===== config.mk =====
export PLATFORM = sky130hd
export DESIGN_NAME = load_store_unit
export DESIGN_NICKNAME = d
export VERILOG_FILES = /design/src/lsu_pkg.sv /design/src/lsu_agu.sv /design/src/lsu_bypass.sv /design/src/load_unit.sv /design/src/store_unit.sv /design/src/lsu_out_pipe.sv /design/src/load_store_unit.sv
export SDC_FILE = /design/constraint.sdc
export NUM_CORES = 1
export LEC_CHECK = 0
export CORE_MARGIN = 4
export CORE_UTILIZATION = 55
export DETAILED_ROUTE_END_ITERATION = 7
export DONT_BUFFER_PORTS = 1
export HOLD_SLACK_MARGIN = 0.02
export PLACE_DENSITY = 0.7
export SLEW_MARGIN = 25
export SYNTH_ARGS = -nofsm -noshare
export SYNTH_HDL_FRONTEND = slang
export SYNTH_SLANG_ARGS = --single-unit

===== constraint.sdc =====
create_clock -name clk_i -period 19.8 [get_ports clk_i]
set_input_delay 2.97 -clock clk_i [delete_from_list [all_inputs] [get_ports clk_i]]
set_output_delay 2.97 -clock clk_i [all_outputs]
set_load 0.05 [all_outputs]

===== src/lsu_pkg.sv =====
// -------------------------------------------------------------------------
// LSU package
// Widths, operation encoding, exception codes and port structs
// -------------------------------------------------------------------------
package lsu_pkg;

  localparam int unsigned XLEN          = 32;
  localparam int unsigned TRANS_ID_BITS = 3;

  typedef logic [XLEN-1:0]          word_t;
  typedef logic [XLEN/8-1:0]        be_t;
  typedef logic [TRANS_ID_BITS-1:0] trans_id_t;
  typedef logic [3:0]               cause_t;

  typedef enum logic [2:0] {
    LB,
    LBU,
    LH,
    LHU,
    LW,
    SB,
    SH,
    SW
  } lsu_op_e;

  // Exception cause codes
  localparam cause_t LD_ADDR_MISALIGNED = 4'd4;
  localparam cause_t ST_ADDR_MISALIGNED = 4'd6;

  typedef struct packed {
    logic   valid;
    cause_t cause;
    word_t  tval;
  } exception_t;

  // Issue side request, operand_b carries the store data
  typedef struct packed {
    lsu_op_e   operation;
    word_t     operand_a;
    word_t     operand_b;
    word_t     imm;
    trans_id_t trans_id;
  } fu_data_t;

  typedef struct packed {
    logic       valid;
    word_t      vaddr;
    word_t      wdata;
    be_t        be;
    lsu_op_e    operation;
    trans_id_t  trans_id;
    exception_t ex;
  } lsu_ctrl_t;

  typedef struct packed {
    logic       valid;
    trans_id_t  trans_id;
    word_t      result;
    exception_t ex;
  } lsu_result_t;

  // ---------------------------------------------------------------------
  // Data memory ports
  // ---------------------------------------------------------------------
  typedef struct packed {
    logic  req;
    word_t addr;
  } mem_rd_req_t;

  typedef struct packed {
    logic  gnt;
    word_t rdata;
  } mem_rd_rsp_t;

  typedef struct packed {
    logic  req;
    word_t addr;
    be_t   be;
    word_t wdata;
  } mem_wr_req_t;

  function automatic logic op_is_store(lsu_op_e op);
    return (op == SB) || (op == SH) || (op == SW);
  endfunction

endpackage


===== src/lsu_agu.sv =====
// -------------------------------------------------------------------------
// Address generation unit
// Computes the access address, byte enables and misalignment exception
// -------------------------------------------------------------------------
module lsu_agu (
  input  lsu_pkg::fu_data_t  fu_data_i,
  input  logic               valid_i,
  output lsu_pkg::lsu_ctrl_t lsu_req_o
);

  lsu_pkg::word_t      vaddr;
  lsu_pkg::be_t        be;
  logic                misaligned;
  lsu_pkg::exception_t ex;

  // Immediate arrives already sign-extended to XLEN
  assign vaddr = lsu_pkg::word_t'($signed(fu_data_i.operand_a) + $signed(fu_data_i.imm));

  // ---------------------------------------------------------------------
  // Byte enables and alignment check by access size
  // ---------------------------------------------------------------------
  always_comb begin
    be         = '1;
    misaligned = 1'b0;
    case (fu_data_i.operation)
      lsu_pkg::LB, lsu_pkg::LBU, lsu_pkg::SB: begin
        be = lsu_pkg::be_t'(1) << vaddr[1:0];
      end
      lsu_pkg::LH, lsu_pkg::LHU, lsu_pkg::SH: begin
        be         = lsu_pkg::be_t'(3) << vaddr[1:0];
        misaligned = vaddr[0];
      end
      // Word access
      default: begin
        be         = '1;
        misaligned = (vaddr[1:0] != 2'b00);
      end
    endcase
  end

  always_comb begin
    ex = '0;
    if (misaligned) begin
      ex.valid = 1'b1;
      ex.cause = lsu_pkg::op_is_store(fu_data_i.operation) ?
                 lsu_pkg::ST_ADDR_MISALIGNED : lsu_pkg::LD_ADDR_MISALIGNED;
      ex.tval  = vaddr;
    end
  end

  always_comb begin
    lsu_req_o.valid     = valid_i;
    lsu_req_o.vaddr     = vaddr;
    lsu_req_o.wdata     = fu_data_i.operand_b;
    lsu_req_o.be        = be;
    lsu_req_o.operation = fu_data_i.operation;
    lsu_req_o.trans_id  = fu_data_i.trans_id;
    lsu_req_o.ex        = ex;
  end

endmodule


===== src/lsu_bypass.sv =====
// -------------------------------------------------------------------------
// Request queue
// Two entries, an incoming request bypasses the queue while it is empty
// -------------------------------------------------------------------------
module lsu_bypass (
  input  logic               clk_i,
  input  logic               rst_ni,
  input  lsu_pkg::lsu_ctrl_t lsu_req_i,
  input  logic               lsu_req_valid_i,
  input  logic               pop_ld_i,
  input  logic               pop_st_i,
  output lsu_pkg::lsu_ctrl_t lsu_ctrl_o,
  output logic               ready_o
);

  lsu_pkg::lsu_ctrl_t mem_q [2];
  logic               rd_ptr_q;
  logic               wr_ptr_q;
  logic [1:0]         count_q;
  logic               pop;
  logic               empty;
  logic               push;

  assign pop   = pop_ld_i | pop_st_i;
  assign empty = (count_q == 2'd0);

  // A request consumed in its own cycle never enters the queue
  assign push = lsu_req_valid_i & ~(empty & pop);

  assign lsu_ctrl_o = empty ? lsu_req_i : mem_q[rd_ptr_q];
  assign ready_o    = (count_q != 2'd2);

  always_ff @(posedge clk_i or negedge rst_ni) begin
    if (!rst_ni) begin
      rd_ptr_q <= 1'b0;
      wr_ptr_q <= 1'b0;
      count_q  <= 2'd0;
    end else begin
      if (push) begin
        wr_ptr_q <= ~wr_ptr_q;
      end
      if (pop && !empty) begin
        rd_ptr_q <= ~rd_ptr_q;
      end
      if (push && !(pop && !empty)) begin
        count_q <= count_q + 2'd1;
      end else if (!push && pop && !empty) begin
        count_q <= count_q - 2'd1;
      end
    end
  end

  // Entry storage
  always_ff @(posedge clk_i) begin
    if (push) begin
      mem_q[wr_ptr_q] <= lsu_req_i;
    end
  end

endmodule


===== src/load_unit.sv =====
// -------------------------------------------------------------------------
// Load unit
// Issues word reads and aligns and extends the returned data
// -------------------------------------------------------------------------
module load_unit (
  input  logic                 clk_i,
  input  logic                 rst_ni,
  input  logic                 valid_i,
  input  lsu_pkg::lsu_ctrl_t   lsu_ctrl_i,
  output logic                 pop_ld_o,
  output lsu_pkg::mem_rd_req_t mem_rd_req_o,
  input  lsu_pkg::mem_rd_rsp_t mem_rd_rsp_i,
  output lsu_pkg::lsu_result_t result_o
);

  logic                valid_q;
  lsu_pkg::exception_t ex_q;
  lsu_pkg::lsu_op_e    op_q;
  logic [1:0]          off_q;
  lsu_pkg::trans_id_t  id_q;
  lsu_pkg::word_t      shifted;
  lsu_pkg::word_t      ld_data;

  // Exceptions skip memory and retire right away
  assign mem_rd_req_o.req  = valid_i & ~lsu_ctrl_i.ex.valid;
  assign mem_rd_req_o.addr = {lsu_ctrl_i.vaddr[lsu_pkg::XLEN-1:2], 2'b00};
  assign pop_ld_o          = valid_i & (lsu_ctrl_i.ex.valid | mem_rd_rsp_i.gnt);

  always_ff @(posedge clk_i or negedge rst_ni) begin
    if (!rst_ni) begin
      valid_q <= 1'b0;
      ex_q    <= '0;
    end else begin
      valid_q <= pop_ld_o;
      ex_q    <= lsu_ctrl_i.ex;
    end
  end

  // Access details kept for the data return cycle
  always_ff @(posedge clk_i) begin
    if (pop_ld_o) begin
      op_q  <= lsu_ctrl_i.operation;
      off_q <= lsu_ctrl_i.vaddr[1:0];
      id_q  <= lsu_ctrl_i.trans_id;
    end
  end

  // ---------------------------------------------------------------------
  // Data alignment and extension
  // ---------------------------------------------------------------------
  always_comb begin
    shifted = mem_rd_rsp_i.rdata >> {off_q, 3'b000};
    case (op_q)
      lsu_pkg::LB:  ld_data = {{(lsu_pkg::XLEN-8){shifted[7]}}, shifted[7:0]};
      lsu_pkg::LBU: ld_data = {{(lsu_pkg::XLEN-8){1'b0}}, shifted[7:0]};
      lsu_pkg::LH:  ld_data = {{(lsu_pkg::XLEN-16){shifted[15]}}, shifted[15:0]};
      lsu_pkg::LHU: ld_data = {{(lsu_pkg::XLEN-16){1'b0}}, shifted[15:0]};
      default:      ld_data = mem_rd_rsp_i.rdata;
    endcase
  end

  always_comb begin
    result_o.valid    = valid_q;
    result_o.trans_id = id_q;
    result_o.result   = ex_q.valid ? '0 : ld_data;
    result_o.ex       = ex_q;
  end

endmodule


===== src/store_unit.sv =====
// -------------------------------------------------------------------------
// Store unit
// Issues byte-lane aligned writes and reports completion
// -------------------------------------------------------------------------
module store_unit (
  input  logic                 clk_i,
  input  logic                 rst_ni,
  input  logic                 valid_i,
  input  lsu_pkg::lsu_ctrl_t   lsu_ctrl_i,
  output logic                 pop_st_o,
  output lsu_pkg::mem_wr_req_t mem_wr_req_o,
  input  logic                 mem_wr_gnt_i,
  output lsu_pkg::lsu_result_t result_o
);

  logic                valid_q;
  lsu_pkg::exception_t ex_q;
  lsu_pkg::trans_id_t  id_q;

  // Held until granted, the request comes straight from the queue head
  assign mem_wr_req_o.req   = valid_i & ~lsu_ctrl_i.ex.valid;
  assign mem_wr_req_o.addr  = {lsu_ctrl_i.vaddr[lsu_pkg::XLEN-1:2], 2'b00};
  assign mem_wr_req_o.be    = lsu_ctrl_i.be;
  assign mem_wr_req_o.wdata = lsu_ctrl_i.wdata << {lsu_ctrl_i.vaddr[1:0], 3'b000};

  assign pop_st_o = valid_i & (lsu_ctrl_i.ex.valid | mem_wr_gnt_i);

  always_ff @(posedge clk_i or negedge rst_ni) begin
    if (!rst_ni) begin
      valid_q <= 1'b0;
      ex_q    <= '0;
    end else begin
      valid_q <= pop_st_o;
      ex_q    <= lsu_ctrl_i.ex;
    end
  end

  always_ff @(posedge clk_i) begin
    if (pop_st_o) begin
      id_q <= lsu_ctrl_i.trans_id;
    end
  end

  // Stores return no data
  assign result_o.valid    = valid_q;
  assign result_o.trans_id = id_q;
  assign result_o.result   = '0;
  assign result_o.ex       = ex_q;

endmodule


===== src/lsu_out_pipe.sv =====
// -------------------------------------------------------------------------
// Result pipeline of Depth registers, a feed-through at Depth zero
// -------------------------------------------------------------------------
module lsu_out_pipe #(
  parameter int unsigned Depth = 1
) (
  input  logic                 clk_i,
  input  logic                 rst_ni,
  input  lsu_pkg::lsu_result_t d_i,
  output lsu_pkg::lsu_result_t d_o
);

  if (Depth == 0) begin : gen_pass
    assign d_o = d_i;
  end else begin : gen_regs
    lsu_pkg::lsu_result_t pipe_q [Depth];

    always_ff @(posedge clk_i or negedge rst_ni) begin
      if (!rst_ni) begin
        for (int i = 0; i < Depth; i++) begin
          pipe_q[i] <= '0;
        end
      end else begin
        pipe_q[0] <= d_i;
        for (int i = 1; i < Depth; i++) begin
          pipe_q[i] <= pipe_q[i-1];
        end
      end
    end

    assign d_o = pipe_q[Depth-1];
  end

endmodule


===== src/load_store_unit.sv =====
// -------------------------------------------------------------------------
// Load/store unit top level
// Address stage, request queue, load and store units, result pipes
// -------------------------------------------------------------------------
module load_store_unit #(
  parameter int unsigned NrLoadPipeRegs  = 1,
  parameter int unsigned NrStorePipeRegs = 1
) (
  input  logic                 clk_i,
  input  logic                 rst_ni,
  input  logic                 lsu_valid_i,
  input  lsu_pkg::fu_data_t    fu_data_i,
  output logic                 lsu_ready_o,
  output lsu_pkg::lsu_result_t load_o,
  output lsu_pkg::lsu_result_t store_o,
  output lsu_pkg::mem_rd_req_t mem_rd_req_o,
  input  lsu_pkg::mem_rd_rsp_t mem_rd_rsp_i,
  output lsu_pkg::mem_wr_req_t mem_wr_req_o,
  input  logic                 mem_wr_gnt_i
);

  logic                 accept;
  lsu_pkg::lsu_ctrl_t   lsu_req;
  lsu_pkg::lsu_ctrl_t   lsu_ctrl;
  logic                 pop_ld;
  logic                 pop_st;
  logic                 ld_valid;
  logic                 st_valid;
  lsu_pkg::lsu_result_t ld_result;
  lsu_pkg::lsu_result_t st_result;

  assign accept = lsu_valid_i & lsu_ready_o;

  lsu_agu i_lsu_agu (
    .fu_data_i (fu_data_i),
    .valid_i   (accept),
    .lsu_req_o (lsu_req)
  );

  lsu_bypass i_lsu_bypass (
    .clk_i           (clk_i),
    .rst_ni          (rst_ni),
    .lsu_req_i       (lsu_req),
    .lsu_req_valid_i (accept),
    .pop_ld_i        (pop_ld),
    .pop_st_i        (pop_st),
    .lsu_ctrl_o      (lsu_ctrl),
    .ready_o         (lsu_ready_o)
  );

  // ---------------------------------------------------------------------
  // Steer the queue head to the unit that owns the operation
  // ---------------------------------------------------------------------
  assign st_valid = lsu_ctrl.valid & lsu_pkg::op_is_store(lsu_ctrl.operation);
  assign ld_valid = lsu_ctrl.valid & ~lsu_pkg::op_is_store(lsu_ctrl.operation);

  load_unit i_load_unit (
    .clk_i        (clk_i),
    .rst_ni       (rst_ni),
    .valid_i      (ld_valid),
    .lsu_ctrl_i   (lsu_ctrl),
    .pop_ld_o     (pop_ld),
    .mem_rd_req_o (mem_rd_req_o),
    .mem_rd_rsp_i (mem_rd_rsp_i),
    .result_o     (ld_result)
  );

  store_unit i_store_unit (
    .clk_i        (clk_i),
    .rst_ni       (rst_ni),
    .valid_i      (st_valid),
    .lsu_ctrl_i   (lsu_ctrl),
    .pop_st_o     (pop_st),
    .mem_wr_req_o (mem_wr_req_o),
    .mem_wr_gnt_i (mem_wr_gnt_i),
    .result_o     (st_result)
  );

  // Output pipeline registers
  lsu_out_pipe #(.Depth(NrLoadPipeRegs)) i_pipe_load (
    .clk_i  (clk_i),
    .rst_ni (rst_ni),
    .d_i    (ld_result),
    .d_o    (load_o)
  );

  lsu_out_pipe #(.Depth(NrStorePipeRegs)) i_pipe_store (
    .clk_i  (clk_i),
    .rst_ni (rst_ni),
    .d_i    (st_result),
    .d_o    (store_o)
  );

endmodule


== Yosys cells after proc, flatten, opt, wreduce, memory -nomap -nowiden ==
Memories as Yosys holds them, arrays and structs flattened.
Cells that the tools add are included.
Storage, ports and cells
  memories: 1
  bits in latches: 0
  memory bits (read-only): 0
  bits of input ports: 139
  register bits: 131
  bits in writable memories: 224
  output and inout port bits: 249
Memories
  i_lsu_bypass.mem_q: depth 2, bits a word 112, read ports 1, clocked after memory_dff 0, wr ports 1, RTL line lsu_bypass.sv:16  | lsu_pkg::lsu_ctrl_t mem_q [2];
Cells by class
  divide/modulo/power cells: 0
  shift operators: 4
  mux-type cells: 11
  bitwise operators: 17
  multipliers: 0
  magnitude comparators: 0
  reduce and logical (&&, ||, !) cells: 18
  equality and inequality tests: 13
  add/sub/neg operators: 3
Operators with widths (count)
  $pmux W32 S4: 1
  $mux W112: 1
  $mux W37: 1
  $add A32 B32 Y32: 1
  $mux W32: 1
  $shl A32 B5 Y32: 1
  $shr A32 B5 Y16: 1
  $eq A3 B3 Y1 const B: 6
  $eq A3 B2 Y1 const B: 4
  $and A1 B1 Y1: 9
  $pmux W4 S2: 1
  $eq A3 B1 Y1 const B: 2
  $logic_not A3 Y1: 2
  $mux W2: 3
  $reduce_or A3 Y1: 2
  $not A1 Y1: 5
  $logic_and A1 B1 Y1: 4
  $logic_or A1 B1 Y1: 4
  $reduce_bool A2 Y1: 2
  $shl A1 B2 Y4 const A: 1
  $shl A2 B2 Y4 const A: 1
  $logic_not A1 Y1: 3
  $or A1 B1 Y1: 3
  $add A2 B1 Y2 const B: 1
  5 further kinds: 6

== Depth between registers and ports, before layout ==
  word-level depth: 21
  depth in mapped cells: 12
  depth with buffers taken out: 11

== By module ==
From an unflattened synthesis, not the netlist that was laid out.
Unflattened totals
  cells, all modules: 1562
  area, all modules: 20666.1 um2
Modules (own cells, without submodules)
  lsu_bypass: area an instance 9743.1 um2, times used 1, cells each 622, seq. area each 6826.5 um2
  lsu_out_pipe: area an instance 1826.8 um2, times used 2, cells each 73, seq. area each 1826.8 um2
  lsu_agu: area an instance 2736.4 um2, times used 1, cells each 383, seq. area each 0.0 um2
  load_unit: area an instance 2382.3 um2, times used 1, cells each 228, seq. area each 1191.1 um2
  store_unit: area an instance 2125.8 um2, times used 1, cells each 178, seq. area each 1041.0 um2
  load_store_unit: area an instance 25.0 um2, times used 1, cells each 5, seq. area each 0.0 um2

== Least setup slack after synthesis ==
No wires, ideal clock.
  path kind: input to register
  from: input fu_data_i[3] (netlist name)
  to: memory i_lsu_bypass.mem_q[0][0] (netlist name), enable pin
  cell stages on the path: 9
  arrival: 9.105 ns
  path buffers: 0
  library setup time: 0.578 ns
  path slack: 10.117 ns
  data required time: 19.222 ns
  cell sequence: ha_1 inv_1 fa_1 o22ai_1 a22oi_2 inv_1 nor3b_1 o21ai_2 nor2_1
On the way
  word-level cells in the longest chain between the ends: 13
  elaborated cells between the ends (all ways): 15
  classes of those cells: add/sub (1); mux (5); bitwise (8); reduce/logical (1)
RTL lines
  start: declaration: RTL line load_store_unit.sv:12  | input lsu_pkg::fu_data_t fu_data_i,
  $add A32 B32 Y32 (*): RTL line lsu_agu.sv:17  | assign vaddr = lsu_pkg::word_t'($signed(fu_data_i.operand_a) + $signed(fu_data_i.imm));
  $reduce_bool A2 Y1: RTL line lsu_agu.sv:36  | misaligned = (vaddr[1:0] != 2'b00);
  $pmux W1 S2 (*): RTL line lsu_agu.sv:25  | case (fu_data_i.operation)
  $mux W37 (*): RTL line lsu_agu.sv:43  | if (misaligned) begin
  $mux W112 (*): RTL line lsu_bypass.sv:30  | assign lsu_ctrl_o = empty ? lsu_req_i : mem_q[rd_ptr_q];
  $or A1 B1 Y1 (on tied branches): RTL line load_unit.sv:27, store_unit.sv:26
  $and A1 B1 Y1 (on tied branches): RTL line load_unit.sv:27, store_unit.sv:26
  $or A1 B1 Y1 (*): RTL line lsu_bypass.sv:24  | assign pop = pop_ld_i | pop_st_i;
  $and A1 B1 Y1 (*): RTL line lsu_bypass.sv:28  | assign push = lsu_req_valid_i & ~(empty & pop);
  $not A1 Y1 (*): RTL line lsu_bypass.sv:28
  $and A1 B1 Y1 (*): RTL line lsu_bypass.sv:28
  $mux W1 (*): RTL line lsu_bypass.sv:55  | if (push) begin
  $mux W1 (not written as such) (*): RTL line lsu_bypass.sv:56  | mem_q[wr_ptr_q] <= lsu_req_i;
  end: declaration: RTL line lsu_bypass.sv:16
Mark *: on every way between the ends. The rest lies on a longest branch, timed or not.

==> results by group <==
Routing
  – Routed Antenna Nets: 0
  – DRC errors left: 0
  – Total Routed Length: 36200 um
  – Initial DRC Count: 569
  – DR vias/cell: 5.70
  – Average routed wire per standard cell: 21.1 um
  – TritonRoute pass-1 iters: 4
  – DR vias: 9760

Cells and area
  – Layout cells sized above 1: 12.0%
  – Register area: 0.00973 mm^2
  – Final nets: 1466
  – Multi-input logic area: 0.00576 mm^2
  – Diode count: 0
  – # fillers: 2400
  – Synth-to-Final Area Change: 5.66%

Synth
  – Syn Area/Cell: 11.7 um^2
  – Register area share after synthesis: 58.8%
  – EDFF count, synth: 229
  – Distinct cell type count after synthesis: 65
  – Mapped Area: 0.0165 mm^2
  – Post-synth top area cell: edfxtp_1
  – Synth area leaders: edfxtp_1, dfrtp_1, buf_4, mux2i_1, a21oi_1
  – Synth Instances: 1414
  – Asr flop ratio synth: 33.2%
  – Area share of the largest cell type after synthesis: 41.6%
  – Synth Warn #: 0
  – Post-synth top flop: edfxtp_1
  – Yosys reg bits: 343

Placed design
  – Global placer's final weighted congestion: 0.879
  – PortBufs: 0
  – HPWL after DPL: 25200 um

Critical path
  – CP top delay family: simple AND/OR/NAND/NOR gates
  – Worst Setup End Kind: output pin
  – Crit-path slowest cell: nor3_2
  – Largest fanout on the critical path: 26
  – WP depth: 10
  – WP buf/inv: 3
  – Worst reg-to-reg path cell count: 10
  – R2R Path End: i_lsu_bypass.mem_q[1][67]$_DFFE_PP_
  – CP Data Required Time: 16830 ps
  – Ordered list of cells on the worst path: ha_1 > inv_1 > fa_1 > o22ai_1 > a22oi_2 > buf_4 > inv_1 > nand2_1 > nand2_1 > nor3_2
  – Setup crit start kind: input port
  – Setup CP Type: in2out
  – Worst R2R Setup Slack: 14670 ps
  – R2r startpoint: i_lsu_bypass.rd_ptr_q$_DFFE_PN0P_
  – Critical Path AT: 6370 ps
  – CP peak stage delay: 760 ps

Clock tree
  – Total CTS buffers: 35
  – Postcts setup bufs: 0
  – Clock Tree Buf Depth: 3
  – Post-CTS Hold Fix Bufs: 0
  – Clk slew on worst S/H paths: 60 ps
  – Clk_lat worst skew: 510 ps
  – CTS tree: yes
  – Clk sink count: 343
  – Cts repair resizes: 0
  – Clock root buffer: clkbuf_16
  – H-tree Lvls: 2

Hold path
  – Hold depth: 0
  – Hold Path Origin: i_store_unit.result_o[21]$_DFF_PN0_
  – Hold path endpoint: i_pipe_store.d_o[21]$_DFF_PN0_
  – Hold WC Path Type: reg2reg

GRT
  – Global route hottest layer: met2
  – First-pass GRT wire length: 55400 um
  – M2 GR Usage: 34.5%
  – GRT met1 Usage: 28.5%
  – GRT Util Overall: 21.1%
  – Initial antenna violation count: 0
  – M3 GR Usage: 5.85%
  – Largest net degree at the start of global routing: 115
  – Overflow after GRT: 0
  – Via count of the first global-routing pass: 9649

STA
  – Peak Freq: 107 MHz
  – Slew Viols, Final: 0
  – RSZ-0062 raised after global routing: false
  – Fin. Hold Viols: 0
  – Worst slew margin: 25.0%
  – Setup Viol. Count Final: 0
  – Minimum clock period: 9340 ps
  – Worst-margin pin slew: 1140 ps
  – Fin crit share: 47.2%
  – Worst clock skew: 14.9 ps
  – TNS Setup: 0 ps

Floorplan
  – # rows: 63
  – Area of the die: 0.0329 mm^2
  – Width of the die: 181 um
  – Core area: 0.0296 mm^2
  – Initial core utilization: 55.8%
  – # IOs: 388
  – Die Height: 181 um

Outcome
  – Status: complete, no violations

Job
  – Max_cap viols: 0
-- logic make-up after synthesis --
| kind of cell | Yosys count | share of synthesized area (%) |
|---|---|---|
| flops | 343 | 58.8 |
| simple gates | 320 | 8.66 |
| compound gates | 302 | 11.3 |
| buf+inv | 261 | 9.32 |
| mux | 124 | 7.77 |
| fa+ha+maj | 32 | 2.47 |
| xor+xnor | 31 | 1.64 |
| other cells | 1 | 0.0227 |
-- metal layers --
metal  share of wire [%]  vias to the layer above  routed length [um]
met3                 8.2                       43                2970
li1                    -                     4607                   -
met5                   0                        -                   0
met1                  42                     4725               15100
met2                  49                      385               17500
met4                 1.6                        0                 586
-- synthesized netlist by cell type, drive strengths merged (19+ instances only) --
cell type  count
inv           48
dfrtp        114
buf          173
clkbuf        38
a21oi        102
nand2         99
o21ai         82
nor2b         19
edfxtp       229
mux2          32
nor2         122
a21o          22
mux2i         92
xnor2         20
ha            31
a211oi        36
and2          19
-- worst max path at each step --
| stage | start | endpoint | slack (ps) |
|---|---|---|---|
| after floorplan | fu_data_i[3] | i_lsu_bypass.mem_q[0][0]$_DFFE_PP_ | 10120 |
| after global placement | fu_data_i[3] | mem_rd_req_o[32] | 10610 |
| after detailed placement | fu_data_i[3] | mem_rd_req_o[32] | 10480 |
| after CTS | fu_data_i[3] | mem_rd_req_o[32] | 10460 |
| after global routing | fu_data_i[3] | mem_wr_req_o[68] | 10260 |
| final | fu_data_i[3] | mem_rd_req_o[32] | 10460 |
-- state kept, by name (all words and copies together), names as in the netlist, 2 cells and up --
name,flops
i_load_unit.op_q,3
i_lsu_bypass.mem_q,218
i_pipe_store.d_o,38
i_store_unit.id_q,3
i_store_unit.result_o,34
i_load_unit.off_q,2
i_pipe_load.d_o,36
i_load_unit.id_q,3
i_lsu_bypass.count_q,2
-- area by class of cell --
cell class                      instances  area share [%]
Clock inverter                          7           0.329
Timing Repair Buffer                   16           0.823
Tap cell                              390            2.79
Multi-Input combinational cell        849            32.9
Inverter                               50            1.07
Sequential cell                       343            55.7
Clock buffer                           57            6.37
-- layout by cell type (no fill, tap or decap), drive strengths merged, types with 36 or more instances in the layout --
| master | count |
|---|---|
| nor2 | 122 |
| o21ai | 82 |
| a21oi | 102 |
| clkbuf | 57 |
| mux2i | 92 |
| nand2 | 99 |
| conb | 40 |
| a211oi | 36 |
| dfrtp | 114 |
| inv | 51 |
| edfxtp | 229 |
-- per-stage QoR --
| stage | hold WS (ps) | instances | util [%] | instance area, um^2 | setup WS [ps] |
|---|---|---|---|---|---|
| CTS | 348 | 1712 | 58.9 | 17500 | 10460 |
| floorplan | 331 | 1453 | - | 16700 | 10120 |
| detailed placement | 334 | 1648 | 55.0 | 16300 | 10480 |
| global placement | 333 | 1647 | 54.3 | 16100 | 10610 |
| finish | 345 | 1712 | 59.0 | 17500 | 10460 |
| global route | 353 | 1712 | 59.0 | 17500 | 10260 |
Power is left out: the tool's default activity adds up to more than one toggle a clock period on the data nets, which glitch-free logic cannot reach.
